`config.mk`:
```
export PLATFORM = sky130hd
export DESIGN_NAME = skin_detect_top
export DESIGN_NICKNAME = d
export VERILOG_FILES = /design/src/hdl/video_pkg.sv /design/src/hdl/bin_face.sv /design/src/hdl/delay_line.sv /design/src/hdl/rgb_to_ycbcr.sv /design/src/hdl/skin_cfg_regs.sv /design/src/hdl/skin_detect_top.sv /design/src/hdl/skin_stats.sv
export SDC_FILE = /design/constraint.sdc
export NUM_CORES = 1
export LEC_CHECK = 0
export BUFFER_PORTS_ARGS = -buffer_cell sky130_fd_sc_hd__buf_2
export CORE_MARGIN = 10
export CORE_UTILIZATION = 50
export CTS_BUF_LIST = sky130_fd_sc_hd__clkbuf_2 sky130_fd_sc_hd__clkbuf_4 sky130_fd_sc_hd__clkbuf_8
export CTS_CLUSTER_DIAMETER = 200
export DETAILED_ROUTE_END_ITERATION = 12
export PLACE_DENSITY = 0.68
export REMOVE_ABC_BUFFERS = 1
export SKIP_LAST_GASP = 1
export SYNTH_ARGS = -nofsm -noshare
export SYNTH_HDL_FRONTEND = slang
export SYNTH_SLANG_ARGS = --single-unit
```
`constraint.sdc`:
```
create_clock -name clk -period 5.9 [get_ports clk]
set_clock_uncertainty 0.1 [all_clocks]
set_input_delay 0.885 -clock clk [delete_from_list [all_inputs] [get_ports clk]]
set_output_delay 0.885 -clock clk [all_outputs]
set_load 0.05 [all_outputs]
```
`src/hdl/video_pkg.sv`:
```
package video_pkg;

    // default frame geometry.
    localparam int H_ACT_DEF = 1280;
    localparam int V_ACT_DEF = 720;

    // configuration port widths.
    localparam int CFG_AW = 3;
    localparam int CFG_DW = 16;

    typedef enum logic [CFG_AW-1:0] {
        CB_LB    = 3'd0,
        CB_HB    = 3'd1,
        CR_LB    = 3'd2,
        CR_HB    = 3'd3,
        CTRL     = 3'd4,  // bit 0 is the enable.
        SKIN_CNT = 3'd5   // read only.
    } cfg_addr_e;

    typedef enum logic [1:0] {
        IDLE,
        ACK,
        WAIT_DROP
    } cfg_state_e;

    // chroma window after reset.
    localparam logic [7:0] CB_LB_DEF = 8'd77;
    localparam logic [7:0] CB_HB_DEF = 8'd127;
    localparam logic [7:0] CR_LB_DEF = 8'd133;
    localparam logic [7:0] CR_HB_DEF = 8'd173;

    localparam int YCBCR_LAT = 3;  // colour conversion depth.
    localparam int BIN_LAT   = 4;  // pixel word in to out.

    // word layout, msb first: hsync, vsync, de, r, g, b, x, y.
    function automatic int pack_width(input int h_act, input int v_act);
        int xw;
        int yw;
        xw = $clog2(h_act);
        yw = $clog2(v_act);
        return 3 + 3 * 8 + xw + yw;
    endfunction

endpackage : video_pkg

```
`src/hdl/bin_face.sv`:
```
`timescale 1ns/10ps

module bin_face #(
    parameter int H_ACT = video_pkg::H_ACT_DEF,
    parameter int V_ACT = video_pkg::V_ACT_DEF
) (
    input  logic                                          clk,
    input  logic                                          i_rst,
    input  logic                                          i_en,
    input  logic [7:0]                                    i_cb_lb,
    input  logic [7:0]                                    i_cb_hb,
    input  logic [7:0]                                    i_cr_lb,
    input  logic [7:0]                                    i_cr_hb,
    input  logic [video_pkg::pack_width(H_ACT, V_ACT)-1:0] i_pack,
    output logic [video_pkg::pack_width(H_ACT, V_ACT)-1:0] o_pack,
    output logic                                          o_skin,
    output logic                                          o_vsync,
    output logic                                          o_de
);

    import video_pkg::*;

    localparam int PW = pack_width(H_ACT, V_ACT);
    localparam int XW = $clog2(H_ACT);
    localparam int YW = $clog2(V_ACT);

    logic [7:0]    r;
    logic [7:0]    g;
    logic [7:0]    b;
    logic [7:0]    cb;
    logic [7:0]    cr;
    logic          skin;
    logic [7:0]    bin;

    logic [PW-1:0] d_pack;
    logic          d_hsync;
    logic          d_vsync;
    logic          d_de;
    logic [7:0]    d_r;
    logic [7:0]    d_g;
    logic [7:0]    d_b;
    logic [XW-1:0] d_x;
    logic [YW-1:0] d_y;

    assign {r, g, b} = i_pack[XW+YW +: 24];

    rgb_to_ycbcr u_rgb_to_ycbcr (
        .clk  (clk),
        .i_rst(i_rst),
        .i_r  (r),
        .i_g  (g),
        .i_b  (b),
        .o_y  (),
        .o_cb (cb),
        .o_cr (cr)
    );

    // whole word rides alongside the conversion.
    delay_line #(
        .DELAY(YCBCR_LAT),
        .WIDTH(PW)
    ) u_delay_line (
        .clk   (clk),
        .i_rst (i_rst),
        .i_data(i_pack),
        .o_data(d_pack)
    );

    assign {d_hsync, d_vsync, d_de, d_r, d_g, d_b, d_x, d_y} = d_pack;

    assign skin = (cb >= i_cb_lb) && (cb <= i_cb_hb)
               && (cr >= i_cr_lb) && (cr <= i_cr_hb);  // inclusive window.
    assign bin  = skin ? 8'hFF : 8'h00;

    always_ff @(posedge clk) begin
        if (i_rst) begin
            o_pack <= '0;
            o_skin <= 1'b0;
        end else begin
            if (i_en)
                o_pack <= {d_hsync, d_vsync, d_de, bin, bin, bin, d_x, d_y};
            else
                o_pack <= {d_hsync, d_vsync, d_de, d_r, d_g, d_b, d_x, d_y};
            o_skin <= skin;
        end
    end

    assign o_vsync = o_pack[PW-2];
    assign o_de    = o_pack[PW-3];

    a_pack_known: assert property (@(posedge clk) disable iff (i_rst)
        !$isunknown(o_pack))
        else $error("o_pack has unknown bits");

    // sync bits leave exactly BIN_LAT cycles after entry.
    a_sync_latency: assert property (@(posedge clk) disable iff (i_rst)
        !$past(i_rst, BIN_LAT) |-> o_pack[PW-1 -: 3] == $past(i_pack[PW-1 -: 3], BIN_LAT))
        else $error("sync misaligned at output");

endmodule : bin_face

```
`src/hdl/delay_line.sv`:
```
`timescale 1ns/10ps

module delay_line #(
    parameter int DELAY = 4,
    parameter int WIDTH = 8
) (
    input  logic             clk,
    input  logic             i_rst,
    input  logic [WIDTH-1:0] i_data,
    output logic [WIDTH-1:0] o_data
);

    logic [WIDTH-1:0] taps [DELAY];

    always_ff @(posedge clk) begin
        if (i_rst) begin
            for (int i = 0; i < DELAY; i++) begin
                taps[i] <= '0;
            end
        end else begin
            taps[0] <= i_data;
            for (int i = 1; i < DELAY; i++) begin
                taps[i] <= taps[i-1];
            end
        end
    end

    assign o_data = taps[DELAY-1];  // oldest entry.

    initial begin
        assert (DELAY >= 1)
            else $error("delay_line needs at least one stage");
    end

endmodule : delay_line

```
`src/hdl/rgb_to_ycbcr.sv`:
```
`timescale 1ns/10ps

module rgb_to_ycbcr (
    input  logic       clk,
    input  logic       i_rst,
    input  logic [7:0] i_r,
    input  logic [7:0] i_g,
    input  logic [7:0] i_b,
    output logic [7:0] o_y,
    output logic [7:0] o_cb,
    output logic [7:0] o_cr
);

    logic [15:0] p_y_r, p_y_g, p_y_b;
    logic [15:0] p_cb_r, p_cb_g, p_cb_b;
    logic [15:0] p_cr_r, p_cr_g, p_cr_b;

    logic        [17:0] s_y;
    logic signed [17:0] s_cb;
    logic signed [17:0] s_cr;

    logic signed [17:0] y_t;
    logic signed [17:0] cb_t;
    logic signed [17:0] cr_t;

    function automatic logic [7:0] clamp8(input logic signed [17:0] v);
        if (v < 0)
            return 8'd0;
        else if (v > 18'sd255)
            return 8'd255;
        else
            return v[7:0];
    endfunction

    // arithmetic shift floors toward minus infinity.
    assign y_t  = $signed(s_y >> 8);
    assign cb_t = (s_cb >>> 8) + 18'sd128;
    assign cr_t = (s_cr >>> 8) + 18'sd128;

    always_ff @(posedge clk) begin
        if (i_rst) begin
            {p_y_r, p_y_g, p_y_b}    <= '0;
            {p_cb_r, p_cb_g, p_cb_b} <= '0;
            {p_cr_r, p_cr_g, p_cr_b} <= '0;
            s_y  <= '0;
            s_cb <= '0;
            s_cr <= '0;
            o_y  <= '0;
            o_cb <= '0;
            o_cr <= '0;
        end else begin
            p_y_r  <= 16'd77 * i_r;  // stage 1, products.
            p_y_g  <= 16'd150 * i_g;
            p_y_b  <= 16'd29 * i_b;
            p_cb_r <= 16'd43 * i_r;
            p_cb_g <= 16'd85 * i_g;
            p_cb_b <= 16'd128 * i_b;
            p_cr_r <= 16'd128 * i_r;
            p_cr_g <= 16'd107 * i_g;
            p_cr_b <= 16'd21 * i_b;
            s_y  <= {2'b00, p_y_r} + {2'b00, p_y_g} + {2'b00, p_y_b};  // stage 2, sums.
            s_cb <= $signed({2'b00, p_cb_b}) - $signed({2'b00, p_cb_r})
                    - $signed({2'b00, p_cb_g});
            s_cr <= $signed({2'b00, p_cr_r}) - $signed({2'b00, p_cr_g})
                    - $signed({2'b00, p_cr_b});
            o_y  <= clamp8(y_t);  // stage 3, shift and clamp.
            o_cb <= clamp8(cb_t);
            o_cr <= clamp8(cr_t);
        end
    end

endmodule : rgb_to_ycbcr

```
`src/hdl/skin_cfg_regs.sv`:
```
`timescale 1ns/10ps

module skin_cfg_regs (
    input  logic                         clk,
    input  logic                         i_rst,
    input  logic                         i_cfg_req,
    input  logic                         i_cfg_we,
    input  video_pkg::cfg_addr_e         i_cfg_addr,
    input  logic [video_pkg::CFG_DW-1:0] i_cfg_wdata,
    input  logic [31:0]                  i_skin_cnt,
    output logic                         o_cfg_ack,
    output logic [video_pkg::CFG_DW-1:0] o_cfg_rdata,
    output logic [7:0]                   o_cb_lb,
    output logic [7:0]                   o_cb_hb,
    output logic [7:0]                   o_cr_lb,
    output logic [7:0]                   o_cr_hb,
    output logic                         o_en
);

    import video_pkg::*;

    cfg_state_e          state;
    logic                access;
    logic [CFG_DW-1:0]   rd_mux;

    assign access    = (state == IDLE) && i_cfg_req;  // one access per handshake.
    assign o_cfg_ack = (state == ACK) || (state == WAIT_DROP);

    always_comb begin
        case (i_cfg_addr)
            CB_LB:    rd_mux = {8'h00, o_cb_lb};
            CB_HB:    rd_mux = {8'h00, o_cb_hb};
            CR_LB:    rd_mux = {8'h00, o_cr_lb};
            CR_HB:    rd_mux = {8'h00, o_cr_hb};
            CTRL:     rd_mux = {{(CFG_DW-1){1'b0}}, o_en};
            SKIN_CNT: rd_mux = i_skin_cnt[CFG_DW-1:0];  // low half only.
            default:  rd_mux = '0;  // 6 and 7 unmapped.
        endcase
    end

    always_ff @(posedge clk) begin
        if (i_rst) begin
            state   <= IDLE;
            o_cb_lb <= CB_LB_DEF;
            o_cb_hb <= CB_HB_DEF;
            o_cr_lb <= CR_LB_DEF;
            o_cr_hb <= CR_HB_DEF;
            o_en    <= 1'b1;
        end else begin
            case (state)
                IDLE: begin
                    if (i_cfg_req) begin
                        state <= ACK;
                    end
                end
                ACK: begin
                    state <= i_cfg_req ? WAIT_DROP : IDLE;
                end
                WAIT_DROP: begin
                    if (!i_cfg_req) begin
                        state <= IDLE;  // ack falls next cycle.
                    end
                end
                default: begin
                    state <= IDLE;
                end
            endcase
            if (access && i_cfg_we) begin
                case (i_cfg_addr)
                    CB_LB:   o_cb_lb <= i_cfg_wdata[7:0];
                    CB_HB:   o_cb_hb <= i_cfg_wdata[7:0];
                    CR_LB:   o_cr_lb <= i_cfg_wdata[7:0];
                    CR_HB:   o_cr_hb <= i_cfg_wdata[7:0];
                    CTRL:    o_en    <= i_cfg_wdata[0];
                    default: o_en    <= o_en;  // count is read only.
                endcase
            end
        end
    end

    always_ff @(posedge clk) begin
        if (access && !i_cfg_we) begin
            o_cfg_rdata <= rd_mux;  // valid with ack.
        end
    end

    // no ack without a pending request.
    a_ack_needs_req: assert property (@(posedge clk) disable iff (i_rst)
        !i_cfg_req && !o_cfg_ack |=> !o_cfg_ack)
        else $error("ack raised without req");

    // master holds the address until acknowledged.
    a_addr_stable: assert property (@(posedge clk) disable iff (i_rst)
        i_cfg_req && !o_cfg_ack |=> $stable(i_cfg_addr))
        else $error("cfg address changed before ack");

endmodule : skin_cfg_regs

```
`src/hdl/skin_detect_top.sv`:
```
`timescale 1ns/10ps

module skin_detect_top #(
    parameter int H_ACT = video_pkg::H_ACT_DEF,
    parameter int V_ACT = video_pkg::V_ACT_DEF
) (
    input  logic                                          clk,
    input  logic                                          i_rst,
    input  logic [video_pkg::pack_width(H_ACT, V_ACT)-1:0] i_pack,
    input  logic                                          i_cfg_req,
    input  logic                                          i_cfg_we,
    input  video_pkg::cfg_addr_e                          i_cfg_addr,
    input  logic [video_pkg::CFG_DW-1:0]                  i_cfg_wdata,
    output logic [video_pkg::pack_width(H_ACT, V_ACT)-1:0] o_pack,
    output logic                                          o_cfg_ack,
    output logic [video_pkg::CFG_DW-1:0]                  o_cfg_rdata
);

    logic [7:0]  cb_lb;
    logic [7:0]  cb_hb;
    logic [7:0]  cr_lb;
    logic [7:0]  cr_hb;
    logic        en;
    logic        skin;
    logic        vsync;
    logic        de;
    logic [31:0] skin_cnt;

    skin_cfg_regs u_skin_cfg_regs (
        .clk        (clk),
        .i_rst      (i_rst),
        .i_cfg_req  (i_cfg_req),
        .i_cfg_we   (i_cfg_we),
        .i_cfg_addr (i_cfg_addr),
        .i_cfg_wdata(i_cfg_wdata),
        .i_skin_cnt (skin_cnt),
        .o_cfg_ack  (o_cfg_ack),
        .o_cfg_rdata(o_cfg_rdata),
        .o_cb_lb    (cb_lb),
        .o_cb_hb    (cb_hb),
        .o_cr_lb    (cr_lb),
        .o_cr_hb    (cr_hb),
        .o_en       (en)
    );

    bin_face #(
        .H_ACT(H_ACT),
        .V_ACT(V_ACT)
    ) u_bin_face (
        .clk    (clk),
        .i_rst  (i_rst),
        .i_en   (en),
        .i_cb_lb(cb_lb),
        .i_cb_hb(cb_hb),
        .i_cr_lb(cr_lb),
        .i_cr_hb(cr_hb),
        .i_pack (i_pack),
        .o_pack (o_pack),
        .o_skin (skin),
        .o_vsync(vsync),
        .o_de   (de)
    );

    skin_stats #(
        .H_ACT(H_ACT),
        .V_ACT(V_ACT)
    ) u_skin_stats (
        .clk       (clk),
        .i_rst     (i_rst),
        .i_skin    (skin),
        .i_vsync   (vsync),
        .i_de      (de),
        .o_skin_cnt(skin_cnt)
    );

endmodule : skin_detect_top

```
`src/hdl/skin_stats.sv`:
```
`timescale 1ns/10ps

module skin_stats #(
    parameter int H_ACT = video_pkg::H_ACT_DEF,
    parameter int V_ACT = video_pkg::V_ACT_DEF
) (
    input  logic        clk,
    input  logic        i_rst,
    input  logic        i_skin,
    input  logic        i_vsync,
    input  logic        i_de,
    output logic [31:0] o_skin_cnt
);

    localparam int CNT_W = $clog2(H_ACT * V_ACT + 1);  // full frame of skin.

    logic             vsync_q;
    logic             frame_start;
    logic             hit;
    logic [CNT_W-1:0] cnt;
    logic [CNT_W-1:0] held;

    assign frame_start = i_vsync && !vsync_q;
    assign hit         = i_skin && i_de;

    always_ff @(posedge clk) begin
        if (i_rst) begin
            vsync_q <= 1'b0;
            cnt     <= '0;
            held    <= '0;
        end else begin
            vsync_q <= i_vsync;
            if (frame_start) begin
                held <= cnt;
                cnt  <= hit ? CNT_W'(1) : '0;
            end else if (hit) begin
                cnt <= cnt + 1'b1;
            end
        end
    end

    assign o_skin_cnt = 32'(held);

endmodule : skin_stats

```
# Word level (Yosys, flattened, before mapping)
# Memories as Yosys holds them, arrays and structs flattened.
# Index checks and enable logic that the tools add are counted.
# Widths: inputs -> output; s select.
[classes] n_reduce_logical=22 add_sub_neg=7 mux=18 n_eq_ne=9 bitwise_logic=3 n_lt_le_gt_ge=8 mul=4
[ops] operator="$mux 48" count=3
[ops] operator="$pmux 16 s6" count=1
[ops] operator="$mux 45" count=1
[ops] operator="$mux 20" count=2
[ops] operator="$sub 17x17->18" count=2
[ops] operator="$sub 16x16->17" count=2
[ops] operator="$mul 7x8->15 const A" count=2
[ops] operator="$mux 8" count=3
[ops] operator="$add 10x9->11 const B" count=2
[ops] operator="$gt 11x9->1 const B" count=2
[ops] operator="$lt 11x1->1 const B" count=2
[ops] operator="$add 20x1->20 const B" count=1
[ops] operator="$ge 8x8->1" count=2
[ops] operator="$le 8x8->1" count=2
[ops] operator="$mul 6x8->14 const A" count=1
[ops] operator="$mul 5x8->13 const A" count=1
[ops] operator="$reduce_and 2->1" count=6
[ops] operator="$logic_and 1x1->1" count=8
[ops] operator="$eq 3x2->1 const B" count=2
[ops] operator="$eq 3x3->1 const B" count=2
[ops] operator="$mux 2" count=3
[ops] operator="$pmux 2 s3" count=1
[ops] operator="$mux 1" count=4
[ops] operator="$ne 2x2->1 const B" count=2
[ops] operator="other kinds (10)" count=14
[totals] in_bits=71 output_inout_bits=65 n_memories=1 ram_bits=144 elab_cells=100 register_bits=285
[memory_table] memory="u_bin_face.u_delay_line.taps" depth=3 word_bits=48 read_ports=3 rd_ports_with_merged_regs=0 wr=3 line="delay_line.sv:13" text="logic [WIDTH-1:0] taps [DELAY];"

# Depth between registers and ports, before layout
# Gate-level depths: netlist of the first run.
[depth] ltp_word=6 ltp_mapped=16 mapped_depth_nobuf=16

# Hierarchy
# From an unflattened synthesis of the first run, not the netlist that was laid out.
[unflattened] cells_unflattened=2399 area_unflattened_um2=23398.7
[modules_own_cells] module="rgb_to_ycbcr" area_per_inst_um2=12562.0 cells_each=1363 seq_area_each_um2=3103.0 n_inst=1
[modules_own_cells] module="delay_line" area_per_inst_um2=4410.5 cells_each=352 seq_area_each_um2=2882.8 n_inst=1
[modules_own_cells] module="skin_cfg_regs" area_per_inst_um2=2381.0 cells_each=225 seq_area_each_um2=1181.1 n_inst=1
[modules_own_cells] module="bin_face" area_per_inst_um2=2259.7 cells_each=242 seq_area_each_um2=980.9 n_inst=1
[modules_own_cells] module="skin_stats" area_per_inst_um2=1785.5 cells_each=217 seq_area_each_um2=820.8 n_inst=1

# Worst setup path before layout of the first run
# No wires, ideal clock.
[synth_timing] path_kind="input -> register" from="input i_pack[30] (netlist name)" to="register u_bin_face.u_rgb_to_ycbcr.p_cr_g[14]" path_buffers=0 required_time_ps=5671 setup_ps=129 t_arrival_ps=4149 path_stages=13 path_slack_ps=1522 path_cell_list="ha_1 -> inv_1 -> fa_1 -> inv_1 -> fa_1 -> fa_1 -> ha_1 -> nor3_1 -> a2111oi_0 -> a2111oi_1 -> a21oi_1 -> xnor2_1 -> nor2_1"
[synth_via] elab_chain_cells=1
[synth_lines] element="start, declared" line="skin_detect_top.sv:9" text="input logic [video_pkg::pack_width(H_ACT, V_ACT)-1:0] i_pack,"
[synth_lines] element="$mul 7x8->15" line="rgb_to_ycbcr.sv:59" text="p_cr_g <= 16'd107 * i_g;"
[synth_lines] element="end signal, assigned" line="rgb_to_ycbcr.sv:59"
[synth_lines] element="end, declared" line="rgb_to_ycbcr.sv:16" text="logic [15:0] p_cr_r, p_cr_g, p_cr_b;"
# Every way passes these cells.
# A chain may end at the register's enable or synchronous reset.

# Worst setup path after layout of the first run
[layout_timing] from="input i_pack[31] (netlist name)" to="register u_bin_face.u_rgb_to_ycbcr.p_cr_g[13]"
# Same word-level chain as after synthesis.

==> flow_metrics.env, run 1 <==
export IMPL_ys_async_sr_fraction_pct=0
export IMPL_setup_violations_final=0
export IMPL_num_vias=11900
export IMPL_portBuffers=127
export IMPL_ys_flop_type="dfxtp_1"
export IMPL_clkTransAtPathRegs_ns=0.06
export IMPL_cts_resized=0
export IMPL_grt_pass1_wl_um=58700
export IMPL_hold_path_class="reg -> reg"
export IMPL_r2r_start="u_bin_face.u_rgb_to_ycbcr.p_cb_r[0]"
export IMPL_r2r_end="u_bin_face.u_rgb_to_ycbcr.s_cr[17]"
export IMPL_fin_nets=2187
export IMPL_ys_ff_latch=364
export IMPL_total_power_mw=7.72
export IMPL_synth_avg_cell_area_um2=9.88
export IMPL_r2r_slack_ns=2.25
export IMPL_cp_max_fo=7
export IMPL_die_w_um=205
export IMPL_gp_congestion=0.896
export IMPL_cts_tree="built"
export IMPL_drc=0
export IMPL_drive_gt1_share_pct=14.0
export IMPL_yosysWarningCount=0
export IMPL_multiInputGateArea_mm2=0.00883
export IMPL_synthCells=1734
export IMPL_die_h_um=205
export IMPL_tightest_slew_ns=1.07
export IMPL_die_area_mm2=0.0421
export IMPL_cp_data_arrival_time_ns=4.61
export IMPL_dp_hpwl_um=26300
export IMPL_place_inst=2260
export IMPL_wire_per_inst_um=14.9
export IMPL_area_delta_synth_final_pct=13.5
export IMPL_path_class="in -> reg"
export IMPL_cp_cell_sequence="buf_2, ha_1, inv_1, fa_1, inv_1, fa_1, fa_1, ha_1, a2111oi_0, o21a_1, nor3_1, a31oi_1, xor2_1, nor2_1"
export IMPL_initial_core_util_pct=50.9
export IMPL_utilization_pct=57.7
export IMPL_diodes=0
export IMPL_final_min_clock_period_ns=4.23
export IMPL_pin_count=136
export IMPL_max_vdd_ir_drop_v=0.000205
export IMPL_slowest_delay_ns=0.68
export IMPL_hold_buffers=0
export IMPL_synth_cell_type_count=73
export IMPL_cp_common_cell="fa_1"
export IMPL_fin_tns_setup_ns=0
export IMPL_relSlewSlack_pct=28.8
export IMPL_critPathSlowestCell="a2111oi_0"
export IMPL_htreeDepth=2
export IMPL_fin_ws_ns=1.67
export IMPL_cts_setup_buffers=0
export IMPL_grt_overflow=0
export IMPL_max_cap_violations=0
export IMPL_drt_pass1_iter_count=5
export IMPL_via_per_inst=5.03
export IMPL_antenna_found_initial=0
export IMPL_fmax_mhz=236
export IMPL_endpoint_kind="register"
export IMPL_yosysSeqAreaShare_pct=43.5
export IMPL_fp_coreArea_mm2=0.0337
export IMPL_finalNonFillerCells=2366
export IMPL_ant_nets=0
export IMPL_cts_root_buf="clkbuf_8"
export IMPL_period_share_pct=71.8
export IMPL_rows=67
export IMPL_clock_sinks=364
export IMPL_leakage_nw=9.16
export IMPL_rsz0062_at_grt="no"
export IMPL_regArea_mm2=0.00745
export IMPL_worstHoldStart="u_bin_face.u_delay_line.taps[0][46]"
export IMPL_grt_usage_pct=17.0
export IMPL_cts_path_max_buffers=3
export IMPL_whs_ns=0.319
export IMPL_worst_r2r_cell_count=13
export IMPL_insertion_delay_ns=0.63
export IMPL_fin_area_mm2=0.0195
export IMPL_fill_cells=2994
export IMPL_hold_path_depth=1
export IMPL_grt_pass1_vias=11900
export IMPL_maxSlewViolCount=0
export IMPL_grt_max_degree=103
export IMPL_placed_area_mm2=0.0182
export IMPL_cts_made_buffers=58
export IMPL_synth_edf_count=16
export IMPL_critPathRequiredTime_ns=6.28
export IMPL_hold_violations=0
export IMPL_startpoint_type="input port"
export IMPL_p_per_area_mw_per_mm2=397
export IMPL_routed_wl_um=35300
export IMPL_outcome="completed"
export IMPL_worstHoldEndpoint="u_bin_face.u_delay_line.taps[0][94]"
export IMPL_synth_area_mm2=0.0171
export IMPL_drt_iter0_markers=435
export IMPL_preCtsSetupSlack_ns=1.01
## power by group
| group | switching, mW | internal, mW | total [mW] |
|---|---|---|---|
| combinational | 1.43 | 1.13 | 2.55 |
| sequential | 0.134 | 2.75 | 2.89 |
| clock | 0.994 | 1.29 | 2.29 |
| total | 2.55 | 5.17 | 7.72 |
## how the worst max path moves through the flow
stage / to / depth (start not counted) / start
global placement: u_bin_face.u_rgb_to_ycbcr.p_cr_g[14] / 14 / i_pack[30]
finish: u_bin_face.u_rgb_to_ycbcr.p_cr_g[13] / 14 / i_pack[31]
detailed placement: u_bin_face.u_rgb_to_ycbcr.p_cr_g[13] / 14 / i_pack[30]
CTS: u_bin_face.u_rgb_to_ycbcr.p_cr_g[13] / 14 / i_pack[30]
floorplan: u_bin_face.u_rgb_to_ycbcr.p_cr_g[14] / 13 / i_pack[30]
global route: u_bin_face.u_rgb_to_ycbcr.p_cr_g[13] / 14 / i_pack[31]
## cells in the mapped netlist (13+ instances only)
master    number  area [um2]
a21o_1        48         360
a21oi_1       75         375
a22oi_1       14         105
and3_1        15        93.8
clkbuf_1      50         188
dfxtp_1      348        6970
edfxtp_1      16         480
fa_1          32         641
ha_1         212        2650
inv_1        176         661
mux2i_1       23         230
nand2_1       98         368
nand2b_1      15        93.8
nand4_1       13        81.3
nor2_1       119         447
nor2b_1      189        1180
nor3_1        19        95.1
o211ai_1      13        97.6
o21a_1        23         173
o21ai_0       37         185
xnor2_1       47         412
xor2_1        36         315
## per-layer routing
metal | routed length [um] | global-route usage, %
met1 | 14800 | 19.9
met2 | 17400 | 29.6
met3 | 1900 | 3.36
met4 | 1260 | 7.51
met5 | 0 | 0
## critical path: cells and delay by family
family / cells / cell delay [ns]
adder cells (fa/ha/maj): 5 / 2.11
buffers and inverters: 3 / 0.27
AO/OA/AOI/OAI: 3 / 1.06
XOR/XNOR: 1 / 0.16
AND/OR/NAND/NOR: 2 / 0.12
## sequential cells by signal, indices dropped and copies added (netlist names), 10 cells and up
signal and count:
u_bin_face.u_rgb_to_ycbcr.s_cb 10, u_bin_face.u_rgb_to_ycbcr.p_cb_g 15, u_skin_stats.held 16, u_bin_face.u_rgb_to_ycbcr.p_cr_b 13, u_skin_cfg_regs.o_cfg_rdata 16, u_bin_face.u_delay_line.taps 128, u_bin_face.u_rgb_to_ycbcr.p_cb_r 14, u_bin_face.u_rgb_to_ycbcr.s_cr 10
u_bin_face.u_rgb_to_ycbcr.p_cr_g 14, u_bin_face.o_pack 48, u_skin_stats.cnt 16
## area by class of cell
| cell class | count | area share, % |
|---|---|---|
| clock buffers | 83 | 5.42 |
| clock inverters | 23 | 1.09 |
| inverters | 176 | 3.40 |
| multi-input cells | 1139 | 45.4 |
| flip-flops and latches | 364 | 38.3 |
| well taps | 448 | 2.88 |
| repair buffers | 133 | 3.54 |
## layout by cell type (no fill, tap or decap), drive strengths merged, types with 3 or more instances in the layout
| cell | n |
|---|---|
| a211oi | 7 |
| o21a | 23 |
| a2111oi | 4 |
| o22ai | 10 |
| nand2b | 16 |
| bufinv | 3 |
| clkinv | 16 |
| a21oi | 77 |
| nor2b | 189 |
| and2 | 5 |
| nand3 | 9 |
| a22oi | 14 |
| o211ai | 13 |
| edfxtp | 16 |
| inv | 178 |
| nor3 | 22 |
| xnor2 | 47 |
| xor2 | 37 |
| a31oi | 10 |
| nand2 | 99 |
| mux2i | 23 |
| or2 | 4 |
| o21ai | 41 |
| a221oi | 3 |
| o31a | 3 |
| ha | 212 |
| dfxtp | 348 |
| and3 | 16 |
| nor2 | 119 |
| o31ai | 6 |
| and4 | 3 |
| nor4 | 4 |
| clkbuf | 84 |
| or3 | 5 |
| a21o | 48 |
| buf | 132 |
| o21bai | 6 |
| fa | 32 |
| nand4 | 13 |
## cells by family after synthesis
| logic type | synth area share [%] |
|---|---|
| DFF | 43.5 |
| muxes | 1.41 |
| adders and majority gates | 19.2 |
| xor gates and xnor gates | 4.34 |
| AOI/OAI and AO/OA | 10.7 |
| buffers and inverters | 5.12 |
| and+or+nand+nor | 15.8 |
Power figures use the tool's default switching activity.
==> run 2, diff against run 1 <==
Clock period 5.9 ns to 4.3 ns, I/O delays scaled along.
==> flow_metrics.env, run 2 (synthesis results as in run 1) <==
export IMPL_fmax_mhz=266
export IMPL_gp_congestion=0.880
export IMPL_cts_root_buf="clkbuf_8"
export IMPL_insertion_delay_ns=0.67
export IMPL_leakage_nw=9.28
export IMPL_rows=67
export IMPL_clkTransAtPathRegs_ns=0.06
export IMPL_critPathRequiredTime_ns=4.70
export IMPL_reg_top3="u_bin_face.u_delay_line.taps: 128 flops, u_bin_face.o_pack: 48 flops"
export IMPL_setup_violations_final=0
export IMPL_die_h_um=205
export IMPL_clock_sinks=364
export IMPL_hold_buffers=0
export IMPL_drt_pass1_iter_count=4
export IMPL_die_area_mm2=0.0421
export IMPL_grt_pass1_vias=11800
export IMPL_period_share_pct=87.3
export IMPL_die_w_um=205
export IMPL_maxSlewViolCount=0
export IMPL_cts_resized=0
export IMPL_outcome="completed"
export IMPL_startpoint="i_pack[30]"
export IMPL_fin_area_mm2=0.0197
export IMPL_tightest_slew_ns=1.09
export IMPL_dp_hpwl_um=26500
export IMPL_hold_path_class="in -> reg"
export IMPL_portBuffers=127
export IMPL_grt_overflow=0
export IMPL_p_per_area_mw_per_mm2=548
export IMPL_rsz0062_at_grt="no"
export IMPL_hold_violations=0
export IMPL_grt_usage_pct=16.9
export IMPL_placed_area_mm2=0.0183
export IMPL_preCtsSetupSlack_ns=-0.121
export IMPL_pin_count=136
export IMPL_path_class="in -> reg"
export IMPL_antenna_found_initial=0
export IMPL_startpoint_type="input port"
export IMPL_largest_reg_flops=128
export IMPL_regMostFlops="u_bin_face.u_delay_line.taps"
export IMPL_cts_made_buffers=60
export IMPL_endpoint_kind="register"
export IMPL_routed_wl_um=35400
export IMPL_layout_common_cells="dfxtp_1 (348), ha_1 (212), nor2b_1 (189)"
export IMPL_place_inst=2279
export IMPL_finalNonFillerCells=2385
export IMPL_ant_nets=0
export IMPL_fin_nets=2208
export IMPL_grt_max_degree=159
export IMPL_cts_setup_buffers=0
export IMPL_initial_core_util_pct=50.9
export IMPL_wire_per_inst_um=14.9
export IMPL_cp_max_fo=4
export IMPL_drive_gt1_share_pct=14.9
export IMPL_max_cap_violations=0
export IMPL_grt_pass1_wl_um=57800
export IMPL_drc=0
export IMPL_whs_ns=0.0922
export IMPL_cp_data_arrival_time_ns=4.15
export IMPL_diodes=0
export IMPL_max_vdd_ir_drop_v=0.000307
export IMPL_via_per_inst=5.01
export IMPL_cts_path_max_buffers=3
export IMPL_worstHoldStart="i_pack[46]"
export IMPL_layout_commonest_cell="dfxtp_1"
export IMPL_area_delta_synth_final_pct=14.7
export IMPL_fp_coreArea_mm2=0.0337
export IMPL_cts_tree="built"
export IMPL_relSlewSlack_pct=26.9
export IMPL_fin_ws_ns=0.546
export IMPL_r2r_start="u_bin_face.u_rgb_to_ycbcr.p_cb_g[0]"
export IMPL_drt_iter0_markers=499
export IMPL_htreeDepth=2
export IMPL_final_min_clock_period_ns=3.75
export IMPL_num_vias=12000
==> run 2: metrics by stage <==
| step | setup TNS (ns) | power, mW | util [%] |
|---|---|---|---|
| 2_1_floorplan | 0 | 6.74 | - |
| 6_report | 0 | 10.8 | 58.3 |
| 3_3_place_gp | -0.226 | 7.50 | 54.4 |
| 5_1_grt | 0 | 11.6 | 58.3 |
| 4_1_cts | 0 | 10.9 | 58.3 |
| 3_5_place_dp | -0.296 | 7.63 | 54.4 |
==> run 2: final timing paths <==
path	slack, ns	end	depth (start not counted)
setup reg to reg	0.68	u_bin_face.u_rgb_to_ycbcr.s_cr[17]	14
hold reg to reg	0.32	u_bin_face.o_pack[44]	1
hold / removal	0.09	u_bin_face.u_delay_line.taps[0][46]	2
setup / recovery	0.55	u_bin_face.u_rgb_to_ycbcr.p_cr_g[12]	14
==> run 2: report_power, final <==
group	switching (mW)	internal, mW	leakage, nW	total [mW]
combinational	2.01	1.60	5.57	3.61
sequential	0.181	3.78	3.01	3.96
clock	1.33	1.88	0.701	3.21
total	3.52	7.26	9.28	10.8
==> run 2: per-layer routing <==
| layer | vias up | wire length, um | GRT usage (%) |
|---|---|---|---|
| li1 | 6095 | - | - |
| met1 | 5553 | 14900 | 19.6 |
| met2 | 233 | 17500 | 29.2 |
| met3 | 78 | 1650 | 3.57 |
| met4 | 0 | 1330 | 7.85 |
| met5 | - | 0 | 0 |
==> run 2: critical path, cell delays in order <==
cell and delay [ns]:
buf_2 0.11, ha_1 0.30, inv_1 0.07, fa_1 0.53, inv_1 0.05, fa_1 0.56, fa_1 0.42, ha_1 0.36
nor3_1 0.13, a2111oi_0 0.09, a2111oi_1 0.50, buf_4 0.20, xor2_1 0.13, nor2_1 0.05
==> run 2: area by class of cell <==
type	count	area, um2
Sequential cell	364	7450
Timing Repair Buffer	152	845
Inverter	176	661
Fill cell	2951	14000
Tap cell	448	561
Multi-Input combinational cell	1139	8830
Clock inverter	10	125
Clock buffer	96	1200
